==> src/ppl_ctrl_pkg.sv <==
// pipeline controller package: widths, event indices, FSM codes and debug entry pc
`default_nettype none

package ppl_ctrl_pkg;

    // ========================================================================
    // widths and counts
    // ========================================================================
    localparam int ADDR_W    = 64;
    // activity sources: if0, id0, ex0, mem, wb, mul, div
    localparam int ACT_SRC_N = 7;
    localparam int EVT_N     = 7;

    // ========================================================================
    // event bits, lower index is serviced first
    // ========================================================================
    localparam int EVT_IC    = 0;
    localparam int EVT_DC    = 1;
    localparam int EVT_TLB   = 2;
    localparam int EVT_DEBUG = 3;
    localparam int EVT_EXCP  = 4;
    localparam int EVT_XRET  = 5;
    // csr-requested flush, only redirects
    localparam int EVT_FLUSH = 6;

    // ========================================================================
    // sequencer states
    // ========================================================================
    localparam int ST_W = 3;
    localparam logic [ST_W-1:0] ST_RESET = 3'd0;
    localparam logic [ST_W-1:0] ST_INIT  = 3'd1;
    localparam logic [ST_W-1:0] ST_PROC  = 3'd2;
    localparam logic [ST_W-1:0] ST_RUN   = 3'd3;
    localparam logic [ST_W-1:0] ST_PAUSE = 3'd4;
    localparam logic [ST_W-1:0] ST_MAINT = 3'd5;

    // maintenance block states
    localparam int MS_W = 2;
    localparam logic [MS_W-1:0] MS_IDLE = 2'd0;
    localparam logic [MS_W-1:0] MS_IC   = 2'd1;
    localparam logic [MS_W-1:0] MS_DC   = 2'd2;
    localparam logic [MS_W-1:0] MS_TLB  = 2'd3;

    // ========================================================================
    // debug module halt entry
    // ========================================================================
    localparam logic [ADDR_W-1:0] DM_BASE_ADDR    = 64'h0000_0000_0000_0000;
    localparam logic [ADDR_W-1:0] DM_HALT_OFFSET  = 64'h0000_0000_0000_0800;
    // fetch target on debug entry
    localparam logic [ADDR_W-1:0] DEBUG_HALT_ADDR = DM_BASE_ADDR + DM_HALT_OFFSET;

endpackage

`default_nettype wire

==> src/ppl_evt_if.sv <==
// event interface: pending flags, clears, boot load and redirect pc to the sequencer
`default_nettype none

interface ppl_evt_if
    import ppl_ctrl_pkg::*;
();

    // waiting events, one bit per kind
    logic [EVT_N-1:0]  pend;
    // next fetch target
    logic [ADDR_W-1:0] redirect_pc;
    // one-cycle drop of the serviced bit
    logic [EVT_N-1:0]  clr;
    // one-cycle strobe, redirect_pc <= boot address
    logic              load_boot;

    // pend holds until its clr bit is seen
    modport capture (
        output pend,
        output redirect_pc,
        input  clr,
        input  load_boot
    );

    modport seq (
        input  pend,
        input  redirect_pc,
        output clr,
        output load_boot
    );

endinterface

`default_nettype wire

==> src/ppl_maint_if.sv <==
// maintenance interface: flush start strobes and completion pulse
`default_nettype none

interface ppl_maint_if ();

    // one start at a time, next one only after done
    logic start_ic;
    logic start_dc;
    logic start_tlb;
    logic done;

    modport seq (
        output start_ic,
        output start_dc,
        output start_tlb,
        input  done
    );

    modport maint (
        input  start_ic,
        input  start_dc,
        input  start_tlb,
        output done
    );

endinterface

`default_nettype wire

==> src/ppl_evt_capture.sv <==
// event capture: latches redirect and maintenance requests, picks redirect pc, registers kill
`default_nettype none

module ppl_evt_capture
    import ppl_ctrl_pkg::*;
(
    input  logic              clk_i,
    input  logic              ctrl_reset_i,
    input  logic [ADDR_W-1:0] boot_addr_i,
    // event inputs, single-cycle pulses
    input  logic              ex_valid_i,
    input  logic              eret_i,
    input  logic              set_debug_i,
    input  logic              csr_flush_i,
    input  logic              fencei_i,
    input  logic              fence_i,
    input  logic              sfence_i,
    // candidate fetch targets
    input  logic [ADDR_W-1:0] trap_vec_i,
    input  logic [ADDR_W-1:0] epc_i,
    input  logic [ADDR_W-1:0] wb_npc_i,
    ppl_evt_if.capture        evt,
    output logic              ppl_kill_o
);

    logic [EVT_N-1:0]  set_vec;
    logic [EVT_N-1:0]  pend_q;
    logic [ADDR_W-1:0] redir_pc_q;
    logic [ADDR_W-1:0] redir_pc_d;
    logic              npc_evt;
    logic              kill_d;

    // ========================================================================
    // pending flags
    // ========================================================================
    always_comb begin
        set_vec            = '0;
        set_vec[EVT_IC]    = fencei_i;
        set_vec[EVT_DC]    = fence_i;
        set_vec[EVT_TLB]   = sfence_i;
        set_vec[EVT_DEBUG] = set_debug_i;
        set_vec[EVT_EXCP]  = ex_valid_i;
        set_vec[EVT_XRET]  = eret_i;
        set_vec[EVT_FLUSH] = csr_flush_i;
    end

    // set beats clear in the same cycle
    always_ff @(posedge clk_i) begin
        if (ctrl_reset_i) begin
            pend_q <= '0;
        end else begin
            pend_q <= set_vec | (pend_q & ~evt.clr);
        end
    end

    assign evt.pend = pend_q;

    // ========================================================================
    // redirect pc
    // ========================================================================
    // fence family and csr flush resume at the next sequential pc
    assign npc_evt = fencei_i | fence_i | sfence_i | csr_flush_i;

    always_comb begin
        redir_pc_d = redir_pc_q;
        if (evt.load_boot) begin
            redir_pc_d = boot_addr_i;
        end else if (npc_evt) begin
            redir_pc_d = wb_npc_i;
        end else if (ex_valid_i) begin
            redir_pc_d = trap_vec_i;
        end else if (eret_i) begin
            redir_pc_d = epc_i;
        end else if (set_debug_i) begin
            redir_pc_d = DEBUG_HALT_ADDR;
        end
    end

    always_ff @(posedge clk_i) begin
        if (ctrl_reset_i) begin
            redir_pc_q <= '0;
        end else begin
            redir_pc_q <= redir_pc_d;
        end
    end

    assign evt.redirect_pc = redir_pc_q;

    // ========================================================================
    // kill strobe
    // ========================================================================
    // any new event, or maintenance still outstanding
    assign kill_d = (|set_vec) | pend_q[EVT_IC] | pend_q[EVT_DC] | pend_q[EVT_TLB];

    always_ff @(posedge clk_i) begin
        if (ctrl_reset_i) begin
            ppl_kill_o <= 1'b0;
        end else begin
            ppl_kill_o <= kill_d;
        end
    end

    // sequencer only clears what it sees pending
    a_clr_pending: assert property (@(posedge clk_i) disable iff (ctrl_reset_i)
        (evt.clr & ~pend_q) == '0);

endmodule

`default_nettype wire

==> src/ppl_maint_seq.sv <==
// maintenance sequencer: drives cache and tlb flush, waits for the d-cache acknowledge
`default_nettype none

module ppl_maint_seq
    import ppl_ctrl_pkg::*;
(
    input  logic         clk_i,
    input  logic         ctrl_reset_i,
    input  logic         dcache_flush_ack_i,
    ppl_maint_if.maint   mnt,
    output logic         icache_flush_o,
    output logic         dcache_flush_o,
    output logic         tlb_flush_o
);

    logic [MS_W-1:0] ms_q;
    logic [MS_W-1:0] ms_d;

    // ========================================================================
    // flush pattern per state
    // ========================================================================
    always_comb begin
        ms_d           = ms_q;
        icache_flush_o = 1'b0;
        dcache_flush_o = 1'b0;
        tlb_flush_o    = 1'b0;
        mnt.done       = 1'b0;
        case (ms_q)
            MS_IDLE: begin
                if (mnt.start_ic) begin
                    ms_d = MS_IC;
                end else if (mnt.start_dc) begin
                    ms_d = MS_DC;
                end else if (mnt.start_tlb) begin
                    ms_d = MS_TLB;
                end
            end
            MS_IC: begin
                // i-cache pulse, d-cache writeback starts alongside
                icache_flush_o = 1'b1;
                dcache_flush_o = 1'b1;
                mnt.done       = dcache_flush_ack_i;
                ms_d           = dcache_flush_ack_i ? MS_IDLE : MS_DC;
            end
            MS_DC: begin
                // hold until the cache says it is clean
                dcache_flush_o = 1'b1;
                if (dcache_flush_ack_i) begin
                    mnt.done = 1'b1;
                    ms_d     = MS_IDLE;
                end
            end
            MS_TLB: begin
                tlb_flush_o = 1'b1;
                mnt.done    = 1'b1;
                ms_d        = MS_IDLE;
            end
            default: ms_d = MS_IDLE;
        endcase
    end

    always_ff @(posedge clk_i) begin
        if (ctrl_reset_i) begin
            ms_q <= MS_IDLE;
        end else begin
            ms_q <= ms_d;
        end
    end

    // one request at a time from the sequencer
    a_no_start_busy: assert property (@(posedge clk_i) disable iff (ctrl_reset_i)
        (ms_q != MS_IDLE) |-> !(mnt.start_ic | mnt.start_dc | mnt.start_tlb));
    a_start_onehot: assert property (@(posedge clk_i) disable iff (ctrl_reset_i)
        $onehot0({mnt.start_ic, mnt.start_dc, mnt.start_tlb}));

endmodule

`default_nettype wire

==> src/ppl_seq_fsm.sv <==
// pipeline sequencer: boot, run, pause, event service and fetch pc set strobe
`default_nettype none

module ppl_seq_fsm
    import ppl_ctrl_pkg::*;
(
    input  logic                 clk_i,
    input  logic                 ctrl_reset_i,
    input  logic                 halt_i,
    input  logic [ACT_SRC_N-1:0] act_i,
    ppl_evt_if.seq               evt,
    ppl_maint_if.seq             mnt,
    output logic                 fet_act_o,
    output logic                 fet_set_en_o,
    output logic [ADDR_W-1:0]    fet_set_npc_o,
    output logic                 flush_bp_o
);

    logic [ST_W-1:0] state_q;
    logic [ST_W-1:0] state_d;
    logic            ppl_idle;
    logic            set_en_d;

    // nothing in flight in any stage or unit
    assign ppl_idle = ~|act_i;

    // ========================================================================
    // next state and strobes
    // ========================================================================
    always_comb begin
        state_d       = state_q;
        fet_act_o     = 1'b0;
        flush_bp_o    = 1'b0;
        set_en_d      = 1'b0;
        evt.clr       = '0;
        evt.load_boot = 1'b0;
        mnt.start_ic  = 1'b0;
        mnt.start_dc  = 1'b0;
        mnt.start_tlb = 1'b0;
        case (state_q)
            ST_RESET: begin
                // drain, then start from a clean predictor
                if (ppl_idle) begin
                    flush_bp_o = 1'b1;
                    state_d    = ST_INIT;
                end
            end
            ST_INIT: begin
                evt.load_boot = 1'b1;
                state_d       = ST_PROC;
            end
            ST_PROC: begin
                if (!halt_i) begin
                    set_en_d = 1'b1;
                    // maintenance first, in bit order
                    if (evt.pend[EVT_IC]) begin
                        mnt.start_ic       = 1'b1;
                        evt.clr[EVT_IC]    = 1'b1;
                        state_d            = ST_MAINT;
                    end else if (evt.pend[EVT_DC]) begin
                        mnt.start_dc       = 1'b1;
                        evt.clr[EVT_DC]    = 1'b1;
                        state_d            = ST_MAINT;
                    end else if (evt.pend[EVT_TLB]) begin
                        mnt.start_tlb      = 1'b1;
                        evt.clr[EVT_TLB]   = 1'b1;
                        state_d            = ST_MAINT;
                    end else begin
                        state_d = ST_RUN;
                        // trap and return also drop predictor history
                        if (evt.pend[EVT_DEBUG]) begin
                            evt.clr[EVT_DEBUG] = 1'b1;
                        end else if (evt.pend[EVT_EXCP]) begin
                            evt.clr[EVT_EXCP]  = 1'b1;
                            flush_bp_o         = 1'b1;
                        end else if (evt.pend[EVT_XRET]) begin
                            evt.clr[EVT_XRET]  = 1'b1;
                            flush_bp_o         = 1'b1;
                        end else if (evt.pend[EVT_FLUSH]) begin
                            evt.clr[EVT_FLUSH] = 1'b1;
                        end
                    end
                end
            end
            ST_RUN: begin
                fet_act_o = 1'b1;
                if (halt_i || (|evt.pend)) begin
                    state_d = ST_PAUSE;
                end
            end
            ST_PAUSE: begin
                if (ppl_idle) begin
                    state_d = ST_PROC;
                end
            end
            ST_MAINT: begin
                // length set by the maintenance block
                if (mnt.done) begin
                    state_d = ST_PROC;
                end
            end
            default: state_d = ST_RESET;
        endcase
    end

    // ========================================================================
    // state and fetch set registers
    // ========================================================================
    always_ff @(posedge clk_i) begin
        if (ctrl_reset_i) begin
            state_q       <= ST_RESET;
            fet_set_en_o  <= 1'b0;
            fet_set_npc_o <= '0;
        end else begin
            state_q      <= state_d;
            fet_set_en_o <= set_en_d;
            // pc as it stood in the servicing cycle
            if (set_en_d) begin
                fet_set_npc_o <= evt.redirect_pc;
            end
        end
    end

    // fetch never starts without a fresh set strobe
    a_act_after_set: assert property (@(posedge clk_i) disable iff (ctrl_reset_i)
        $rose(fet_act_o) |-> fet_set_en_o && (state_q == ST_RUN));
    a_bp_vs_maint: assert property (@(posedge clk_i) disable iff (ctrl_reset_i)
        flush_bp_o |-> !(mnt.start_ic | mnt.start_dc | mnt.start_tlb));

endmodule

`default_nettype wire

==> src/ppl_ctrl_top.sv <==
// pipeline controller top: event capture, sequencer and maintenance on plain ports
`default_nettype none

module ppl_ctrl_top
    import ppl_ctrl_pkg::*;
(
    input  logic                 clk_i,
    input  logic                 ctrl_reset_i,
    input  logic [ADDR_W-1:0]    boot_addr_i,
    input  logic                 halt_i,
    // stage and unit activity
    input  logic [ACT_SRC_N-1:0] act_i,
    // csr events
    input  logic                 ex_valid_i,
    input  logic                 eret_i,
    input  logic                 set_debug_i,
    input  logic                 csr_flush_i,
    input  logic [ADDR_W-1:0]    trap_vec_i,
    input  logic [ADDR_W-1:0]    epc_i,
    input  logic [ADDR_W-1:0]    wb_npc_i,
    // fence family from execute
    input  logic                 fencei_i,
    input  logic                 fence_i,
    input  logic                 sfence_i,
    input  logic                 dcache_flush_ack_i,
    // fetch control
    output logic                 fet_act_o,
    output logic                 fet_set_en_o,
    output logic [ADDR_W-1:0]    fet_set_npc_o,
    output logic                 flush_bp_o,
    output logic                 ppl_kill_o,
    // memory side maintenance
    output logic                 icache_flush_o,
    output logic                 dcache_flush_o,
    output logic                 tlb_flush_o
);

    ppl_evt_if   evt ();
    ppl_maint_if mnt ();

    ppl_evt_capture u_evt_capture (
        .clk_i        (clk_i),
        .ctrl_reset_i (ctrl_reset_i),
        .boot_addr_i  (boot_addr_i),
        .ex_valid_i   (ex_valid_i),
        .eret_i       (eret_i),
        .set_debug_i  (set_debug_i),
        .csr_flush_i  (csr_flush_i),
        .fencei_i     (fencei_i),
        .fence_i      (fence_i),
        .sfence_i     (sfence_i),
        .trap_vec_i   (trap_vec_i),
        .epc_i        (epc_i),
        .wb_npc_i     (wb_npc_i),
        .evt          (evt.capture),
        .ppl_kill_o   (ppl_kill_o)
    );

    ppl_seq_fsm u_seq_fsm (
        .clk_i         (clk_i),
        .ctrl_reset_i  (ctrl_reset_i),
        .halt_i        (halt_i),
        .act_i         (act_i),
        .evt           (evt.seq),
        .mnt           (mnt.seq),
        .fet_act_o     (fet_act_o),
        .fet_set_en_o  (fet_set_en_o),
        .fet_set_npc_o (fet_set_npc_o),
        .flush_bp_o    (flush_bp_o)
    );

    ppl_maint_seq u_maint_seq (
        .clk_i              (clk_i),
        .ctrl_reset_i       (ctrl_reset_i),
        .dcache_flush_ack_i (dcache_flush_ack_i),
        .mnt                (mnt.maint),
        .icache_flush_o     (icache_flush_o),
        .dcache_flush_o     (dcache_flush_o),
        .tlb_flush_o        (tlb_flush_o)
    );

endmodule

`default_nettype wire

==> config.mk <==
export PLATFORM = sky130hd
export DESIGN_NAME = ppl_ctrl_top
export DESIGN_NICKNAME = d
export VERILOG_FILES = /design/src/ppl_ctrl_pkg.sv /design/src/ppl_evt_if.sv /design/src/ppl_maint_if.sv /design/src/ppl_evt_capture.sv /design/src/ppl_maint_seq.sv /design/src/ppl_seq_fsm.sv /design/src/ppl_ctrl_top.sv
export SDC_FILE = /design/constraint.sdc
export NUM_CORES = 1
export LEC_CHECK = 0
export ABC_AREA = 1
export BUFFER_PORTS_ARGS = -buffer_cell sky130_fd_sc_hd__clkbuf_2
export CORE_AREA = 2 2 135 137
export CTS_BUF_LIST = sky130_fd_sc_hd__clkbuf_4 sky130_fd_sc_hd__clkbuf_8
export DETAILED_ROUTE_END_ITERATION = 8
export DIE_AREA = 0 0 137 139
export PLACE_DENSITY = 0.79
export RECOVER_POWER = 50
export SYNTH_ARGS = -nofsm -noshare
export SYNTH_HDL_FRONTEND = slang
export SYNTH_SLANG_ARGS = --single-unit
==> constraint.sdc <==
create_clock -name clk_i -period 1.2 [get_ports clk_i]
set_input_delay 0.24 -clock clk_i [delete_from_list [all_inputs] [get_ports clk_i]]
set_output_delay 0.24 -clock clk_i [all_outputs]
set_load 0.05 [all_outputs]
* Yosys cells after proc, flatten, opt, wreduce, memory -nomap -nowiden
Index checks and enable logic that the tools add are counted.
** Operators by class
- Add/subtract/negate cells :: 0
- Multipliers :: 0
- Divide/modulo/power cells :: 0
- Magnitude comparators :: 0
- Eq/ne operators :: 15
- Shifts and indexed selects :: 0
- Mux-type cells :: 61
- Bitwise operators :: 9
- Reduce and logical (&&, ||, !) cells :: 10
** Operators with widths (count)
- $mux 64 :: 5
- $mux 1 :: 32
- $mux 3 :: 9
- $reduce_or 7->1 :: 3
- $pmux 3 s6 :: 1
- $mux 7 :: 2
- $mux 2 :: 6
- $ne 2x2->1 const B :: 5
- $pmux 2 s4 :: 1
- $and 7x7->7 :: 1
- $not 7->7 :: 1
- $or 7x7->7 :: 1
- $eq 3x2->1 const B :: 2
- $eq 3x3->1 const B :: 2
- $mux 6 :: 1
- $or 1x1->1 :: 6
- $mux 5 :: 1
- $reduce_and 5->1 :: 1
- $reduce_bool 5->1 :: 1
- $eq 2x2->1 const B :: 2
- $mux 4 :: 1
- $ne 4x4->1 const B :: 1
- $eq 3x1->1 const B :: 1
- $logic_not 3->1 :: 1
- other kinds (8) :: 8
** Storage, ports and cells
- Flip-flop bits (word level) :: 142
- Latch bits :: 0
- RAM bits :: 0
- Memory bits (read-only) :: 0
- Input port bits :: 274
- Word-level logic and storage cells :: 102
- Memories kept :: 0

* Logic depth before layout (Yosys ltp)
- Depth after elaboration :: 12
- Gate-level depth with buffers :: 9

* By module
Synthesis repeated with hierarchy kept, for this count alone.
** Unflattened totals
- Cell total of the unflattened synthesis :: 1333
- Area total of the unflattened synthesis :: 8428.1 um^2
** Modules (own cells, without submodules)
- ppl_evt_capture :: instances 1, cells an instance 936, area an instance 4914.7 um^2, sequential area each 1441.4 um^2
- ppl_seq_fsm :: instances 1, cells an instance 365, area an instance 3290.7 um^2, sequential area each 1361.3 um^2
- ppl_maint_seq :: instances 1, cells an instance 32, area an instance 222.7 um^2, sequential area each 40.0 um^2

* Least setup slack after synthesis
No wires, ideal clock.
- Kind :: register to output
- From :: reg u_seq_fsm.state_q[2]
- To :: out flush_bp_o
- Arrival :: 1974 ps
- Required time :: 960 ps
- Setup slack :: -1014 ps
- Cell stages (with the launch flop) :: 8
- Cells stage by stage :: dfxtp_1 > inv_2 > nand2_2 > nor2_2 > nand2_2 > inv_2 > nand3_1 > o21ai_0
** Between the ends
- Cells in the longest elaborated chain, start to end :: 2
- Elaborated cells between the ends (all ways) :: 3
- Those cells by class :: eq/ne (1); mux (1); reduce/logical (1)
** Ends and longest elaborated chain
- from (decl) :: RTL line ppl_seq_fsm.sv:19 : logic [ST_W-1:0] state_q;
- from (signal assigned) :: RTL line ppl_seq_fsm.sv:115 : state_q <= state_d;
- $eq 3x2->1 / $logic_not 3->1 (equally long branches) :: RTL line ppl_seq_fsm.sv:40 : case (state_q)
- $pmux 1 s2 (*) :: RTL line ppl_seq_fsm.sv:40
- to (decl) :: RTL line ppl_ctrl_top.sv:30 : output logic flush_bp_o,
Every way passes the cells marked *; elsewhere a longest branch is shown, timed or not.

* Worst setup path after layout
Same ends and word-level chain as after synthesis.

==> metrics.txt <==
status finished, violations left; failing checks negative setup slack; initial core utilization between 30 and 40%; global route overflow 0; Comb power frac 23.3%; Rel. slew slack roughly three quarters; switching power roughly 3500 uW; NumNets Final roughly 1,800; die area between 15,000 and 20,000 um2; drt initial violations 724; setup_tns -46.79 ns; total CTS buffers 17; post-synth cell types 29; Critical Path AT around 1.6 ns; Pint about 9200 uW; area of the multi-input gates about 4700 um2; worst skew pair latency about 0.45 ns; sequential share of the synthesized area between 40% and 50%; dpl hpwl around 18 mm; DR WL/cell around 20 um; DRC viols 0; P_leak 0.006371 uW; Clock Path Buffers 2; first-pass GRT wire length 44.83 mm; worst hold path class input pin to flip-flop; number of H-tree levels 4; I/O pins ~350; max_cap viols 0; RSZ-0062 raised after global routing true; fraction of layout cells with a size suffix above 1 a little under three fifths; TritonCTS clock tree yes; Mapped Area 7010 um2; CTS Sinks about 140; Worst EP required between 0.9 and 1 ns; Worst Setup Start Kind flip-flop; clk slew on worst S/H paths about 0.080 ns; initial antenna violation count 2; clock network power share roughly 37%; Post-Syn Area per Cell 6.747 um2; Post-Route Skew approximately 0.0096 ns; std cell rows 49; critical-path cell list inv_4 -> nand2_4 -> nor2_4 -> nand2_4 -> inv_4 -> nand3_4 -> o21ai_4 -> buf_12; Die W around 140 um; CP max-delay cell dfxtp_2; setup slack after layout -0.5961 ns; Final min period around 1.8 ns; final non-filler cell total approximately 1,700; Setup crit end kind primary output; die height roughly 140 um; final worst path period share 149.7%; final setup vio count ~190; vias in the first global route between 9,000 and 10,000; Max VDD drop between 700 and 800 uV; CP max stage delay between 0.3 and 0.4 ns; Initial DRT Pass Iterations 6; Slew @ Worst Pin 0.3712 ns; Largest delay share family, worst path flip-flops; clk root buf clkbuf_8; Bufs and invs on worst path 3; Layout area overhead 93.77%; Ys Warns 0; antenna-violating nets left 0; Syn Nets 1,318; Vias 9,630; IO Port Bufs 344; Placed Cells 1,595; Crit Path Category flip-flop to primary output; fin. max-slew vios 0; Core Region around 18,000 um2; detailed-route vias per instance around 5.6; endpoints failing hold 0; Global Route Usage Sum 30.48%; Seq. cell area 2972 um2; number of synthesized register bits around 140; GP Congestion approximately 0.9; Worst Path Max Fanout 3; final WL 34.27 mm; Reg power frac ~40%; Post-CTS Hold Buffers 0; max frequency roughly 560 MHz; largest net degree at the start of global routing between 50 and 60; pwr/cell area between 900 and 1000 nW/um2; cells after synthesis ~1,000; switch share 27.69%; fill count 1,097
stage by stage:
stage / total power (uW) / setup WS, ns / hold slack [ns] / instance area [um2] / util [%]
5_1_grt: 13120 / -0.6677 / 0.04119 / 13580 / 76.91
3_3_place_gp: 7121 / -0.2174 / 0.4400 / 9374 / 53.09
4_1_cts: 12330 / -0.5598 / 0.01275 / 12630 / 71.55
2_1_floorplan: 6331 / -0.2336 / 0.3848 / 7163 / -
3_5_place_dp: 7159 / -0.2886 / 0.4413 / 9374 / 53.09
6_report: 12690 / -0.5961 / 0.04344 / 13580 / 76.93
layer usage:
| layer | GRT usage, % | part of all wire [%] | vias up |
|---|---|---|---|
| li1 | - | - | 4353 |
| met3 | 7.200 | 8.9 | 191 |
| met5 | 0 | 0 | - |
| met1 | 32.79 | 35 | 4438 |
| met2 | 53.65 | 50 | 648 |
| met4 | 17.74 | 6.4 | 0 |
flip-flops by register name, summed over array words and instances, names as in the netlist:
name,flops
u_evt_capture.evt.pend,7
u_evt_capture.evt.redirect_pc,64
u_evt_capture.ppl_kill_o,1
u_maint_seq.ms_q,2
u_seq_fsm.fet_set_en_o,1
u_seq_fsm.fet_set_npc_o,64
u_seq_fsm.state_q,3
cell type report:
type,instances,area share [%]
tap,229,2.109
sequential,142,21.88
timing repair buffer,496,36.58
inverter,26,0.8474
antenna,2,0.03684
clock inverter,10,1.547
multi-input combinational,791,34.96
clock buffer,21,2.036
layout by cell type, fill, tap and decap left out, drive strengths merged:
cell and count:
o21ai 125, ha 5, nand2 167, clkbuf 342, dfxtp 142, nor3 2, clkinv 3, nand3 22
nor2 276, a21oi 109, clkinvlp 1, inv 26, diode 2, o211ai 1, buf 174, a22oi 62
nand4 3, bufbuf 1, a31oi 14, and2 1, bufinv 6, o221ai 1, nand3b 1, or2 2
path summary, 6_finish.rpt:
path / startpoint / end / slack, ns / depth (start not counted)
setup / recovery: u_seq_fsm.state_q[2] / flush_bp_o / -0.60 / 8
hold / removal: boot_addr_i[47] / u_evt_capture.evt.redirect_pc[47] / 0.04 / 3
setup reg to reg: u_seq_fsm.state_q[2] / u_evt_capture.evt.redirect_pc[59] / -0.44 / 11
hold reg to reg: u_evt_capture.evt.redirect_pc[46] / u_seq_fsm.fet_set_npc_o[46] / 0.46 / 2
Yosys cell counts:
cell type | number | area share [%]
a22oi_1 | 62 | 6.6
nand3_1 | 21 | 1.5
nor2_4 | 2 | 0.32
nand4_2 | 1 | 0.18
nand3b_1 | 1 | 0.11
nand3_4 | 1 | 0.25
or2_2 | 2 | 0.18
nand4_1 | 2 | 0.18
and2_1 | 1 | 0.089
nor2_1 | 272 | 15
nand2_1 | 164 | 8.8
buf_6 | 5 | 0.80
a21oi_1 | 109 | 7.8
nor3_1 | 2 | 0.14
ha_1 | 5 | 0.89
a31oi_1 | 14 | 1.2
inv_1 | 18 | 0.96
o21ai_1 | 3 | 0.21
inv_2 | 8 | 0.43
dfxtp_1 | 142 | 41
o21ai_0 | 122 | 8.7
nor2_2 | 2 | 0.18
buf_4 | 4 | 0.43
buf_2 | 32 | 2.3
nand2_2 | 3 | 0.27
o221ai_1 | 1 | 0.12
buf_1 | 7 | 0.37
clkbuf_1 | 32 | 1.7
o211ai_1 | 1 | 0.11
logic make-up after synthesis:
family	share of synthesized area [%]
AOI/OAI and AO/OA	24.83
adders and majority gates	0.8924
buffers and inverters	6.996
DFF	40.55
and+or+nand+nor	26.74
power by group through the flow:
stage                     sequential, uW  clock [uW]  combinational, uW
final                               5020        4710               2950
after global routing                5040        4950               3130
after CTS                           5020        4720               2580
after detailed placement            5120           0               2030
after global placement              5120           0               2000
after floorplan                     5120           0               1210
what timing repair did:
action	in CTS	in global routing
gates cloned	21	4
gates resized for setup	472	261
setup endpoints to repair	208	212
pin swaps	53	96
setup buffers	40	43
tightest hold or removal path: stages:
cell,delay (ns)
clkbuf_2,0.09
nand2_2,0.06
a31oi_1,0.06
Note: power is estimated with default switching activity, not from simulation.
